$ cat config.mk
export PLATFORM = sky130hd
export DESIGN_NAME = cekirdek
export DESIGN_NICKNAME = d
export VERILOG_FILES = /design/src/design/cekirdek_pkg.sv /design/src/design/getir.sv /design/src/design/coz.sv /design/src/design/yazmac_oku.sv /design/src/design/yurut.sv /design/src/design/cekirdek.sv
export VERILOG_INCLUDE_DIRS = /design/src /design/src/design
export SDC_FILE = /design/constraint.sdc
export NUM_CORES = 2
export LEC_CHECK = 0
export BUFFER_PORTS_ARGS = -buffer_cell sky130_fd_sc_hd__clkbuf_2
export CAP_MARGIN = 20
export CORE_MARGIN = 4
export CORE_UTILIZATION = 25
export DETAILED_ROUTE_END_ITERATION = 8
export GPL_TIMING_DRIVEN = 0
export HOLD_SLACK_MARGIN = 0.02
export PLACE_DENSITY = 0.45
export SLEW_MARGIN = 15
export SYNTH_ARGS = -nofsm -noshare
export SYNTH_HDL_FRONTEND = slang
export SYNTH_SLANG_ARGS = --single-unit
$ cat constraint.sdc
create_clock -name clk_i -period 11.15 [get_ports clk_i]
set_clock_uncertainty 0.1 [all_clocks]
set_input_delay 1.115 -clock clk_i [delete_from_list [all_inputs] [get_ports clk_i]]
set_output_delay 1.115 -clock clk_i [all_outputs]
set_load 0.05 [all_outputs]
$ cat src/design/cekirdek_cfg.svh
`ifndef CEKIRDEK_CFG_SVH
`define CEKIRDEK_CFG_SVH

// Program counter and address width
`define CEKIRDEK_PS_BIT             32

// Data and instruction word width
`define CEKIRDEK_VERI_BIT           32

// Register file, x0 reads as zero
`define CEKIRDEK_YAZMAC_SAYISI      32
`define CEKIRDEK_YAZMAC_BIT         5

// First fetch address after reset
`define CEKIRDEK_RESET_PS           32'h0000_0000

`endif

$ cat src/design/cekirdek_pkg.sv
`include "cekirdek_cfg.svh"

package cekirdek_pkg;

// Micro-op opcodes, anything undecodable becomes a NOP
typedef enum logic [3:0] {
    ISLEM_ADD,
    ISLEM_SUB,
    ISLEM_AND,
    ISLEM_OR,
    ISLEM_XOR,
    ISLEM_SLT,
    ISLEM_ADDI,
    ISLEM_BEQ,
    ISLEM_BNE,
    ISLEM_JAL,
    ISLEM_SW,
    ISLEM_NOP
} islem_e;

// GETIR_AT waits for a response that gets thrown away
typedef enum logic [1:0] {
    GETIR_BOSTA,
    GETIR_BEKLE,
    GETIR_AT
} getir_durum_e;

typedef struct packed {
    logic [`CEKIRDEK_VERI_BIT-1:0]      buyruk;
    logic [`CEKIRDEK_PS_BIT-1:0]        ps;
} buyruk_t;

typedef struct packed {
    logic                               gecerli;
    islem_e                             islem;
    logic [`CEKIRDEK_YAZMAC_BIT-1:0]    rd;
    logic [`CEKIRDEK_YAZMAC_BIT-1:0]    rs1;
    logic [`CEKIRDEK_YAZMAC_BIT-1:0]    rs2;
    logic [`CEKIRDEK_VERI_BIT-1:0]      imm;
    logic [`CEKIRDEK_PS_BIT-1:0]        ps;
} uop_t;

typedef struct packed {
    uop_t                               uop;
    logic [`CEKIRDEK_VERI_BIT-1:0]      rs1_veri;
    logic [`CEKIRDEK_VERI_BIT-1:0]      rs2_veri;
} yurut_uop_t;

typedef struct packed {
    logic                               gecerli;
    logic [`CEKIRDEK_YAZMAC_BIT-1:0]    rd;
    logic [`CEKIRDEK_VERI_BIT-1:0]      veri;
} geri_yaz_t;

typedef struct packed {
    logic                               gecerli;
    logic [`CEKIRDEK_PS_BIT-1:0]        ps;
} yonlendir_t;

endpackage

$ cat src/design/getir.sv
`timescale 1ns/100ps

`include "cekirdek_cfg.svh"

module getir import cekirdek_pkg::*; (
    input  logic                            clk_i,
    input  logic                            rst_n_i,
    input  logic                            duraklat_i,
    input  yonlendir_t                      yonlendir_i,

    output logic [`CEKIRDEK_PS_BIT-1:0]     buyruk_istek_adres_o,
    output logic                            buyruk_istek_gecerli_o,
    input  logic                            buyruk_istek_hazir_i,

    input  logic [`CEKIRDEK_VERI_BIT-1:0]   buyruk_yanit_veri_i,
    input  logic                            buyruk_yanit_gecerli_i,
    output logic                            buyruk_yanit_hazir_o,

    output buyruk_t                         buyruk_o,
    output logic                            buyruk_gecerli_o
);

getir_durum_e                   durum_q;
logic [`CEKIRDEK_PS_BIT-1:0]    ps_q;
logic [`CEKIRDEK_PS_BIT-1:0]    ps_d;
logic [`CEKIRDEK_PS_BIT-1:0]    istek_adres_q;
logic                           istek_gecerli_q;
logic                           istek_tamam;
logic                           yanit_tamam;
logic                           istek_baslat;

assign istek_tamam = istek_gecerli_q && buyruk_istek_hazir_i;

// A stall holds a live response but a discarded one is taken at once
assign buyruk_yanit_hazir_o = (durum_q == GETIR_AT) ||
                              ((durum_q == GETIR_BEKLE) && !duraklat_i);
assign yanit_tamam = buyruk_yanit_gecerli_i && buyruk_yanit_hazir_o;

// New request right after reset, or once the previous response is in
assign istek_baslat = !istek_gecerli_q &&
                      ((durum_q == GETIR_BOSTA) || yanit_tamam);

always_comb begin
    ps_d = ps_q;
    if (yonlendir_i.gecerli) begin
        ps_d = yonlendir_i.ps;
    end else if ((durum_q == GETIR_BEKLE) && yanit_tamam) begin
        ps_d = ps_q + 'd4;
    end
end

always_ff @(posedge clk_i) begin
    if (!rst_n_i) begin
        durum_q         <= GETIR_BOSTA;
        istek_gecerli_q <= 1'b0;
        ps_q            <= `CEKIRDEK_RESET_PS;
    end else begin
        ps_q <= ps_d;
        if (istek_baslat) begin
            istek_gecerli_q <= 1'b1;
        end else if (istek_tamam) begin
            istek_gecerli_q <= 1'b0;
        end
        case (durum_q)
            GETIR_BOSTA: begin
                if (istek_tamam) begin
                    durum_q <= yonlendir_i.gecerli ? GETIR_AT : GETIR_BEKLE;
                end else if (istek_gecerli_q && yonlendir_i.gecerli) begin
                    // Pending request cannot be withdrawn
                    durum_q <= GETIR_AT;
                end
            end
            GETIR_BEKLE: begin
                if (yanit_tamam) begin
                    durum_q <= GETIR_BOSTA;
                end else if (yonlendir_i.gecerli) begin
                    durum_q <= GETIR_AT;
                end
            end
            GETIR_AT: begin
                if (yanit_tamam && !istek_gecerli_q) begin
                    durum_q <= GETIR_BOSTA;
                end
            end
            default: durum_q <= GETIR_BOSTA;
        endcase
    end
end

always_ff @(posedge clk_i) begin
    if (istek_baslat) begin
        istek_adres_q <= ps_d;
    end
end

assign buyruk_istek_adres_o   = istek_adres_q;
assign buyruk_istek_gecerli_o = istek_gecerli_q;

assign buyruk_o.buyruk  = buyruk_yanit_veri_i;
assign buyruk_o.ps      = istek_adres_q;
assign buyruk_gecerli_o = (durum_q == GETIR_BEKLE) && yanit_tamam;

// A response held back by getir must wait unchanged
yanit_sabit_a: assert property (@(posedge clk_i) disable iff (!rst_n_i)
    buyruk_yanit_gecerli_i && !buyruk_yanit_hazir_o |=>
        buyruk_yanit_gecerli_i && $stable(buyruk_yanit_veri_i));

endmodule

$ cat src/design/coz.sv
`timescale 1ns/100ps

`include "cekirdek_cfg.svh"

module coz import cekirdek_pkg::*; (
    input  logic        clk_i,
    input  logic        rst_n_i,
    input  logic        duraklat_i,
    input  logic        bosalt_i,
    input  buyruk_t     buyruk_i,
    input  logic        buyruk_gecerli_i,
    output uop_t        uop_o
);

// RV32I major opcodes
localparam logic [6:0] OPC_OP     = 7'b0110011;
localparam logic [6:0] OPC_OP_IMM = 7'b0010011;
localparam logic [6:0] OPC_DAL    = 7'b1100011;
localparam logic [6:0] OPC_JAL    = 7'b1101111;
localparam logic [6:0] OPC_SAKLA  = 7'b0100011;

logic [`CEKIRDEK_VERI_BIT-1:0]  b;
logic [6:0]                     opcode;
logic [2:0]                     funct3;
logic [6:0]                     funct7;
logic [`CEKIRDEK_VERI_BIT-1:0]  i_imm;
logic [`CEKIRDEK_VERI_BIT-1:0]  s_imm;
logic [`CEKIRDEK_VERI_BIT-1:0]  b_imm;
logic [`CEKIRDEK_VERI_BIT-1:0]  j_imm;
uop_t                           uop_d;
uop_t                           uop_q;

assign b      = buyruk_i.buyruk;
assign opcode = b[6:0];
assign funct3 = b[14:12];
assign funct7 = b[31:25];

assign i_imm = {{20{b[31]}}, b[31:20]};
assign s_imm = {{20{b[31]}}, b[31:25], b[11:7]};
assign b_imm = {{19{b[31]}}, b[31], b[7], b[30:25], b[11:8], 1'b0};
assign j_imm = {{11{b[31]}}, b[31], b[19:12], b[20], b[30:21], 1'b0};

always_comb begin
    uop_d.gecerli = buyruk_gecerli_i;
    uop_d.islem   = ISLEM_NOP;
    uop_d.rd      = b[11:7];
    uop_d.rs1     = b[19:15];
    uop_d.rs2     = b[24:20];
    uop_d.imm     = i_imm;
    uop_d.ps      = buyruk_i.ps;
    case (opcode)
        OPC_OP: begin
            if (funct7 == 7'b0000000) begin
                case (funct3)
                    3'b000:  uop_d.islem = ISLEM_ADD;
                    3'b010:  uop_d.islem = ISLEM_SLT;
                    3'b100:  uop_d.islem = ISLEM_XOR;
                    3'b110:  uop_d.islem = ISLEM_OR;
                    3'b111:  uop_d.islem = ISLEM_AND;
                    default: uop_d.islem = ISLEM_NOP;
                endcase
            end else if ((funct7 == 7'b0100000) && (funct3 == 3'b000)) begin
                uop_d.islem = ISLEM_SUB;
            end
        end
        OPC_OP_IMM: begin
            if (funct3 == 3'b000) begin
                uop_d.islem = ISLEM_ADDI;
            end
        end
        OPC_DAL: begin
            uop_d.imm = b_imm;
            if (funct3 == 3'b000) begin
                uop_d.islem = ISLEM_BEQ;
            end else if (funct3 == 3'b001) begin
                uop_d.islem = ISLEM_BNE;
            end
        end
        OPC_JAL: begin
            uop_d.imm   = j_imm;
            uop_d.islem = ISLEM_JAL;
        end
        OPC_SAKLA: begin
            uop_d.imm = s_imm;
            if (funct3 == 3'b010) begin
                uop_d.islem = ISLEM_SW;
            end
        end
        default: uop_d.islem = ISLEM_NOP;
    endcase
end

always_ff @(posedge clk_i) begin
    if (!rst_n_i || bosalt_i) begin
        uop_q.gecerli <= 1'b0;
        uop_q.islem   <= ISLEM_NOP;
    end else if (!duraklat_i) begin
        uop_q <= uop_d;
    end
end

assign uop_o = uop_q;

endmodule

$ cat src/design/yazmac_oku.sv
`timescale 1ns/100ps

`include "cekirdek_cfg.svh"

module yazmac_oku import cekirdek_pkg::*; (
    input  logic        clk_i,
    input  logic        rst_n_i,
    input  logic        duraklat_i,
    input  logic        bosalt_i,
    input  uop_t        uop_i,
    input  geri_yaz_t   geri_yaz_i,
    output yurut_uop_t  yurut_uop_o
);

logic [`CEKIRDEK_VERI_BIT-1:0]  yazmac_q [`CEKIRDEK_YAZMAC_SAYISI];
logic [`CEKIRDEK_VERI_BIT-1:0]  rs1_veri;
logic [`CEKIRDEK_VERI_BIT-1:0]  rs2_veri;
yurut_uop_t                     yurut_uop_q;

// Same-cycle writeback wins over the stored value
function automatic logic [`CEKIRDEK_VERI_BIT-1:0] oku(
    input logic [`CEKIRDEK_YAZMAC_BIT-1:0] idx
);
    logic [`CEKIRDEK_VERI_BIT-1:0] veri;
    veri = yazmac_q[idx];
    if (idx == '0) begin
        veri = '0;
    end else if (geri_yaz_i.gecerli && (geri_yaz_i.rd == idx)) begin
        veri = geri_yaz_i.veri;
    end
    return veri;
endfunction

always_ff @(posedge clk_i) begin
    if (geri_yaz_i.gecerli && (geri_yaz_i.rd != '0)) begin
        yazmac_q[geri_yaz_i.rd] <= geri_yaz_i.veri;
    end
end

assign rs1_veri = oku(uop_i.rs1);
assign rs2_veri = oku(uop_i.rs2);

always_ff @(posedge clk_i) begin
    if (!rst_n_i || bosalt_i) begin
        yurut_uop_q.uop.gecerli <= 1'b0;
        yurut_uop_q.uop.islem   <= ISLEM_NOP;
    end else if (!duraklat_i) begin
        yurut_uop_q.uop      <= uop_i;
        yurut_uop_q.rs1_veri <= rs1_veri;
        yurut_uop_q.rs2_veri <= rs2_veri;
    end
end

assign yurut_uop_o = yurut_uop_q;

endmodule

$ cat src/design/yurut.sv
`timescale 1ns/100ps

`include "cekirdek_cfg.svh"

module yurut import cekirdek_pkg::*; (
    input  logic                            clk_i,
    input  logic                            rst_n_i,
    input  yurut_uop_t                      yurut_uop_i,

    output logic [`CEKIRDEK_PS_BIT-1:0]     l1v_istek_adres_o,
    output logic [`CEKIRDEK_VERI_BIT-1:0]   l1v_istek_veri_o,
    output logic                            l1v_istek_gecerli_o,
    input  logic                            l1v_istek_hazir_i,

    output logic                            duraklat_o,
    output geri_yaz_t                       geri_yaz_o,
    output yonlendir_t                      yonlendir_o
);

uop_t                           uop;
logic [`CEKIRDEK_VERI_BIT-1:0]  a;
logic [`CEKIRDEK_VERI_BIT-1:0]  b;
logic [`CEKIRDEK_VERI_BIT-1:0]  sonuc;
logic                           atla;
logic                           yazar;
logic                           sakla;

assign uop = yurut_uop_i.uop;
assign a   = yurut_uop_i.rs1_veri;
assign b   = (uop.islem == ISLEM_ADDI) ? uop.imm : yurut_uop_i.rs2_veri;

always_comb begin
    sonuc = '0;
    atla  = 1'b0;
    yazar = 1'b0;
    case (uop.islem)
        ISLEM_ADD, ISLEM_ADDI: begin
            sonuc = a + b;
            yazar = 1'b1;
        end
        ISLEM_SUB: begin
            sonuc = a - b;
            yazar = 1'b1;
        end
        ISLEM_AND: begin
            sonuc = a & b;
            yazar = 1'b1;
        end
        ISLEM_OR: begin
            sonuc = a | b;
            yazar = 1'b1;
        end
        ISLEM_XOR: begin
            sonuc = a ^ b;
            yazar = 1'b1;
        end
        ISLEM_SLT: begin
            sonuc = {{(`CEKIRDEK_VERI_BIT-1){1'b0}}, $signed(a) < $signed(b)};
            yazar = 1'b1;
        end
        ISLEM_BEQ: atla = (a == b);
        ISLEM_BNE: atla = (a != b);
        ISLEM_JAL: begin
            // Link value is the fall-through address
            sonuc = uop.ps + 'd4;
            yazar = 1'b1;
            atla  = 1'b1;
        end
        default: sonuc = '0;
    endcase
end

assign geri_yaz_o.gecerli = uop.gecerli && yazar;
assign geri_yaz_o.rd      = uop.rd;
assign geri_yaz_o.veri    = sonuc;

// Not-taken prediction, so every taken branch redirects
assign yonlendir_o.gecerli = uop.gecerli && atla;
assign yonlendir_o.ps      = uop.ps + uop.imm;

assign sakla               = uop.gecerli && (uop.islem == ISLEM_SW);
assign l1v_istek_gecerli_o = sakla;
assign l1v_istek_adres_o   = a + uop.imm;
assign l1v_istek_veri_o    = yurut_uop_i.rs2_veri;
assign duraklat_o          = sakla && !l1v_istek_hazir_i;

// Held only if the whole pipeline really freezes behind the store
sakla_sabit_a: assert property (@(posedge clk_i) disable iff (!rst_n_i)
    l1v_istek_gecerli_o && !l1v_istek_hazir_i |=>
        l1v_istek_gecerli_o && $stable(l1v_istek_adres_o) &&
        $stable(l1v_istek_veri_o));

endmodule

$ cat src/design/cekirdek.sv
`timescale 1ns/100ps

`include "cekirdek_cfg.svh"

module cekirdek import cekirdek_pkg::*; (
    input  logic                            clk_i,
    input  logic                            rst_n_i,

    // Instruction memory
    input  logic [`CEKIRDEK_VERI_BIT-1:0]   buyruk_yanit_veri_i,
    input  logic                            buyruk_yanit_gecerli_i,
    output logic                            buyruk_yanit_hazir_o,

    output logic [`CEKIRDEK_PS_BIT-1:0]     buyruk_istek_adres_o,
    output logic                            buyruk_istek_gecerli_o,
    input  logic                            buyruk_istek_hazir_i,

    // Store port
    output logic [`CEKIRDEK_PS_BIT-1:0]     l1v_istek_adres_o,
    output logic [`CEKIRDEK_VERI_BIT-1:0]   l1v_istek_veri_o,
    output logic                            l1v_istek_gecerli_o,
    input  logic                            l1v_istek_hazir_i
);

buyruk_t        getir_buyruk_w;
logic           getir_buyruk_gecerli_w;
uop_t           coz_uop_w;
yurut_uop_t     yo_yurut_uop_w;
geri_yaz_t      yurut_geri_yaz_w;
yonlendir_t     yurut_yonlendir_w;
logic           yurut_duraklat_w;
logic           duraklat_w;
logic           bosalt_w;

// Only a waiting store stalls, and it freezes every stage
assign duraklat_w = yurut_duraklat_w;
assign bosalt_w   = yurut_yonlendir_w.gecerli;

getir getir (
    .clk_i                      ( clk_i ),
    .rst_n_i                    ( rst_n_i ),
    .duraklat_i                 ( duraklat_w ),
    .yonlendir_i                ( yurut_yonlendir_w ),
    .buyruk_istek_adres_o       ( buyruk_istek_adres_o ),
    .buyruk_istek_gecerli_o     ( buyruk_istek_gecerli_o ),
    .buyruk_istek_hazir_i       ( buyruk_istek_hazir_i ),
    .buyruk_yanit_veri_i        ( buyruk_yanit_veri_i ),
    .buyruk_yanit_gecerli_i     ( buyruk_yanit_gecerli_i ),
    .buyruk_yanit_hazir_o       ( buyruk_yanit_hazir_o ),
    .buyruk_o                   ( getir_buyruk_w ),
    .buyruk_gecerli_o           ( getir_buyruk_gecerli_w )
);

coz coz (
    .clk_i                      ( clk_i ),
    .rst_n_i                    ( rst_n_i ),
    .duraklat_i                 ( duraklat_w ),
    .bosalt_i                   ( bosalt_w ),
    .buyruk_i                   ( getir_buyruk_w ),
    .buyruk_gecerli_i           ( getir_buyruk_gecerli_w ),
    .uop_o                      ( coz_uop_w )
);

yazmac_oku yo (
    .clk_i                      ( clk_i ),
    .rst_n_i                    ( rst_n_i ),
    .duraklat_i                 ( duraklat_w ),
    .bosalt_i                   ( bosalt_w ),
    .uop_i                      ( coz_uop_w ),
    .geri_yaz_i                 ( yurut_geri_yaz_w ),
    .yurut_uop_o                ( yo_yurut_uop_w )
);

yurut yurut (
    .clk_i                      ( clk_i ),
    .rst_n_i                    ( rst_n_i ),
    .yurut_uop_i                ( yo_yurut_uop_w ),
    .l1v_istek_adres_o          ( l1v_istek_adres_o ),
    .l1v_istek_veri_o           ( l1v_istek_veri_o ),
    .l1v_istek_gecerli_o        ( l1v_istek_gecerli_o ),
    .l1v_istek_hazir_i          ( l1v_istek_hazir_i ),
    .duraklat_o                 ( yurut_duraklat_w ),
    .geri_yaz_o                 ( yurut_geri_yaz_w ),
    .yonlendir_o                ( yurut_yonlendir_w )
);

endmodule

======== Yosys cells after proc, flatten, opt, wreduce, memory -nomap -nowiden ========
Memory sizes are Yosys's and may differ from the RTL's. A register that Yosys moved wholly into a read port is not among the register bits.
Cells that the tools add are included.
word-level totals
  bits in registers ....................... 203
  RAM bits ................................ 1024
  input bits .............................. 37
  output and inout bits ................... 99
  word-level logic and storage cells ...... 115
  memories kept ........................... 1
cells by class
  $add $sub $neg .......................... 6
  order comparisons ....................... 1
  eq/ne operators ......................... 28
  muxes and demuxes ....................... 26
  bitwise operators ....................... 5
  reductions and logical operators ........ 32
memory list
  memory       depth  width  rd ports  clocked after memory_dff  wr ports  RTL line          RTL
  yo.yazmac_q  32     32     2         2                         1         yazmac_oku.sv:15  logic [`CEKIRDEK_VERI_BIT-1:0] yazmac_q [`CEKIRDEK_YAZMAC_SAYISI];
operators with widths
  cell                                           number
  case mux 32 bit (7 select lines)               1
  adder 32 bit                                   3
  two-way mux 32 bit                             3
  adder 32 x 3 -> 32 bit, second input constant  2
  case mux 20 bit (3 select lines)               1
  case mux 4 bit (5 select lines)                2
  AND 32 bit                                     1
  == test 32 bit                                 1
  < comparator 32 bit                            1
  inequality test 32 bit                         1
  OR 32 bit                                      1
  subtractor 32 bit                              1
  bitwise XOR 32 bit                             1
  == test 7 x 6 -> 1 bit, second input constant  3
  == test 4 x 3 -> 1 bit, second input constant  4
  two-way mux 4 bit                              4
  == test 7 bit, second input constant           2
  two-way mux 2 bit                              7
  logical AND 1 bit                              13
  == test 4 bit, second input constant           3
  logical NOT 5 bit                              2
  == test 3 bit, second input constant           3
  == test 4 x 2 -> 1 bit, second input constant  2
  OR reduction 8 bit                             1
  other kinds (24)                               35

======== Longest topological paths before layout ========
  depth after elaboration ................. 10
  mapped depth ............................ 21
  mapped depth without buffers ............ 17

======== Hierarchy ========
Synthesis repeated with hierarchy kept, for this count alone.
unflattened totals
  cells, all modules ...................... 4929
  area total of the unflattened synthesis .. 70231.1 um2
by module, submodules not included
  module      instances  cells an instance  area each (um2)  seq. area each (um2)
  yazmac_oku  1          2984               54019.3          35143.7
  yurut       1          1358               9542.9           0.0
  getir       1          421                3887.5           1661.6
  coz         1          166                2781.4           2142.1

======== Worst setup path before layout ========
OpenSTA, ideal clock, no wires.
  kind .................................... register -> register
  start point ............................. reg, netlist name yo.yurut_uop_o[146]
  end point ............................... reg coz.uop_q (netlist bit coz.uop_o[0]), enable pin
  library setup time ...................... 0.744 ns
  data arrival time ....................... 11.335 ns
  required time ........................... 10.306 ns
  slack ................................... -1.029 ns
  stages on the path, launching flop included .. 19
  path buffers ............................ 5
  clock period less this slack ............ 12.179 ns
  cell sequence ........................... dfxtp_1 -> clkbuf_1 -> nor2_1 -> and3_1 -> clkbuf_1 -> buf_1 -> nand2_1 -> nand2_1 -> inv_1 -> ha_1 -> buf_2 -> nor4_2 -> nand2_1 -> nor4_1 -> nor3_1 -> o21ai_1 -> buf_4 -> nand2_2 -> nor2_1
on the way
  longest elaborated chain between the ends .. 8
  elaborated cells on any way between the ends .. 16
  those cells by class .................... eq/ne: 7; mux: 2; bitwise: 2; reduce/logical: 5
RTL lines
  item                                                      RTL line                  RTL
  == test 4 x 3 -> 1 bit                                    yurut.sv:30               assign b = (uop.islem == ISLEM_ADDI) ? uop.imm : yurut_uop_i.rs2_veri;
  two-way mux 32 bit                                        yurut.sv:30
  inequality test 32 bit or == test 32 bit (tied branches)  yurut.sv:62, yurut.sv:61
  case mux 1 bit (3 select lines)                           yurut.sv:36               case (uop.islem)
  logical AND 1 bit                                         yurut.sv:78               assign yonlendir_o.gecerli = uop.gecerli && atla;
  logical OR 1 bit                                          coz.sv:94                 if (!rst_n_i || bosalt_i) begin
  NOT 1 bit (no source line)                                -
  AND reduction 2 bit (no source line) (*)                  -
  end signal, assigned                                      coz.sv:98                 uop_q <= uop_d;
  end, declared                                             coz.sv:31                 uop_t uop_q;
Mark *: on every way between the ends. The rest lies on a longest branch, timed or not.
A chain may end at the register's enable or synchronous reset.

======== Worst setup path after layout ========
  start point ............................. reg, netlist name yo.yurut_uop_o[145]
  end point ............................... reg, netlist name yo.yurut_uop_o[27]
on the way
  longest elaborated chain between the ends .. 8
  elaborated cells on any way between the ends .. 16
  those cells by class .................... eq/ne: 7; mux: 2; bitwise: 2; reduce/logical: 5
RTL lines
  item                                                      RTL line                  RTL
  == test 4 x 3 -> 1 bit                                    yurut.sv:30
  two-way mux 32 bit                                        yurut.sv:30
  inequality test 32 bit or == test 32 bit (tied branches)  yurut.sv:62, yurut.sv:61
  case mux 1 bit (3 select lines)                           yurut.sv:36
  logical AND 1 bit                                         yurut.sv:78
  logical OR 1 bit                                          yazmac_oku.sv:44          if (!rst_n_i || bosalt_i) begin
  NOT 1 bit (no source line)                                -
  AND reduction 2 bit (no source line) (*)                  -
Marks and branches as above.

==> metrics.cfg <==
[placed_design]
globalplace.congestion=0.898
port_buffers=133
post-place-ws_ns=3.56
dpl_cell_area_sq_um=74500
dp.final_hpwl_mm=183

[final_layout]
syn_to_final_growth_pct=19.1
nFillCells=26200
drive_gt1_share_pct=29.4
fin_area_sq_um=79600
nNetsFinal=4815

[logic_synthesis]
synth_seq_cells=1291
synth_area_sq_um=66800
synth_ff_type=edfxtp_1
synthTopCellsByArea=edfxtp_1 (56%), mux4_2 (22%), ha_1 (3.2%)
synth_top_area_cell=edfxtp_1
synth-seq-area-share_pct=57.3
syn_area_per_cell_sq_um=16.0
synth_warnings=0
synthCells=4171
synth_most_common_cell=edfxtp_1
synth.distinct_cells=105
synth.cells.most_frequent=edfxtp_1 (1246), mux4_2 (640), nand2_1 (244)
synth_edf_count=1246
synth_top_area_share_pct=56.0
async_reset_ff_share_pct=0

[worst_setup_path]
critPathSlowestCell=buf_1
worstPathRequired_ns=11.52
path_cells=clkbuf_1 > and3_1 > clkbuf_1 > buf_1 > nand2_1 > nand2_1 > inv_1 > ha_1 > buf_2 > nor4_2 > nand2_1 > nor4_1 > nor3_1 > o21ai_1 > buf_4 > nand2_2 > nor2_4 > buf_16 > buf_12 > buf_12 > buf_12
reg2reg_from=yo.yurut_uop_o[145]
crit_start=yo.yurut_uop_o[145]
worst_ep_arrival_time_ns=7.94
rrSetupSlack_ns=3.58
r2r_end=yo.yurut_uop_o[27]
worst_path_largest_cell_delay_ns=0.67
crit_buf_inv=10
path_delay_family=buffers and inverters
critPathCaptureType=flop
crit_fanout=26
worstSetupPathType=flop to flop
critPathLaunchType=flop
r2r_cells=21

[pwr]
leakagePower_nw=27.3
vdd_drop_max_uv=147
power_density_nw_per_um2=157

[timing]
min_period_ns=7.57
tns_ns=0
max_freq_mhz=132
worst_slack_ns=3.58
rsz0062_at_grt=no
setup_viol=0
hold-worst-slack_ns=0.301
drv_slew=0
worst_pin_slew_ns=1.22
fin_crit_sh_pct=67.9
finalHoldViolations=0
max_slew_margin_pct=18.4

[cts]
cts_buffer_depth=3
clk_latency_ns=0.82
cts_tree=yes
clock-root-buffer=clkbuf_16
cts_buffers=152
htreeDepth=4
clk_pin_slew_ns=0.06
cts_setup_buffers=0
clock-sinks=1291
cts_resized=0
hold_buffers=0

[grt]
grt_pass1_wl_mm=343
grt.overflow.total=0
antenna_found_initial=7
grt_max_degree=35
grt_pass1_vias=42400
grt_usage_pct=17.6

[min_path]
worstHoldPathCells=0
min-delay-start=coz.uop_o[48]
holdPathEnd=yo.yurut_uop_o[112]
hold_path.class=flop to flop

[detailed_routing]
vias_per_cell=5.17
vias=42700
ant_nets=0
wirelength_mm=248
drcViolationCount=0
drtIter0Drc=4956
post_drt_wl_per_cell_um=30.1
firstDrtPassIters=6

[floorplan]
core_area_sq_um=266000
fp.dieH_um=525
io_pins=136
die_x_um=525
die-area_sq_um=276000
num_rows=189
initial_utilization_pct=25.2

[status]
status=completed

[job]
maxCapViolCount=0

==> placed cells by master, fill, tap and decap left out, types with 48 or more instances in the layout <==
master     instances
mux4_2           640
o21ai_0          108
buf_2             78
clkbuf_2         144
ha_1             172
nand2_1          241
inv_1            137
buf_4             81
a21oi_1          187
nand3_1           48
nor2_1           171
edfxtp_1        1246
clkbuf_16        156
xnor2_1           70
clkbuf_1         184
nor3_1            49
==> state kept, by name (all words and copies together), names as in the netlist <==
name	count
getir.buyruk_istek_adres_o	32
yo.yazmac_q	1024
getir.ps_q	32
coz.uop_o	73
getir.buyruk_istek_gecerli_o	1
yo.yurut_uop_o	127
getir.durum_q	2
==> worst max path at each step <==
| stage | slack, ns | depth (start not counted) | endpoint |
|---|---|---|---|
| after floorplan | 2.20 | 18 | coz.uop_o[0] |
| after global placement | -3.03 | 18 | coz.uop_o[69] |
| after detailed placement | 3.56 | 22 | yo.yurut_uop_o[23] |
| after CTS | 3.52 | 22 | yo.yurut_uop_o[24] |
| after global routing | 3.15 | 22 | yo.yurut_uop_o[24] |
| final | 3.58 | 21 | yo.yurut_uop_o[27] |
==> metrics by stage <==
| stage | instances | utilization [%] | total power, mW |
|---|---|---|---|
| after CTS | 8253 | 29.9 | 12.6 |
| after floorplan | 4202 | - | 6.85 |
| final | 8262 | 30.0 | 12.5 |
| after global placement | 7868 | 27.1 | 7.57 |
| after global routing | 8260 | 30.0 | 12.9 |
| after detailed placement | 7974 | 28.1 | 7.61 |
==> area by class of cell <==
class / count / area, sq um / share of cell area, %
Buffer: 326 / 1590 / 2.00
Timing Repair Buffer: 246 / 2940 / 3.69
Clock inverter: 88 / 868 / 1.09
Clock buffer: 191 / 4030 / 5.07
Multi-Input combinational cell: 2443 / 26900 / 33.8
Antenna cell: 2 / 5.00 / 0.00629
Inverter: 142 / 533 / 0.670
Sequential cell: 1291 / 38300 / 48.2
Tap cell: 3533 / 4420 / 5.56
==> report_power, final <==
group | total [mW] | internal [mW] | switching [mW]
registers | 5.58 | 5.49 | 0.0908
clock network | 4.95 | 2.82 | 2.13
logic | 1.94 | 0.643 | 1.30
total | 12.5 | 8.95 | 3.52
==> logic make-up after synthesis <==
group | count (synthesis) | synth area share (%)
AO/OA/AOI/OAI | 664 | 6.69
other | 1 | 0.00561
XOR/XNOR | 117 | 1.53
flip-flops | 1291 | 57.3
buffers and inverters | 468 | 3.15
AND/OR/NAND/NOR | 742 | 5.24
multiplexers | 712 | 22.7
adder cells (fa/ha/maj) | 176 | 3.34
==> layer usage <==
layer / global-route usage [%] / part of all wire, % / vias to the layer above
li1: - / - / 17800
met1: 24.3 / 43 / 22800
met2: 28.2 / 47 / 1829
met3: 3.34 / 7.3 / 312
met4: 4.71 / 2.8 / 2
met5: 0 / 0.0052 / -
No activity file was read; power rests on OpenSTA's default activity.
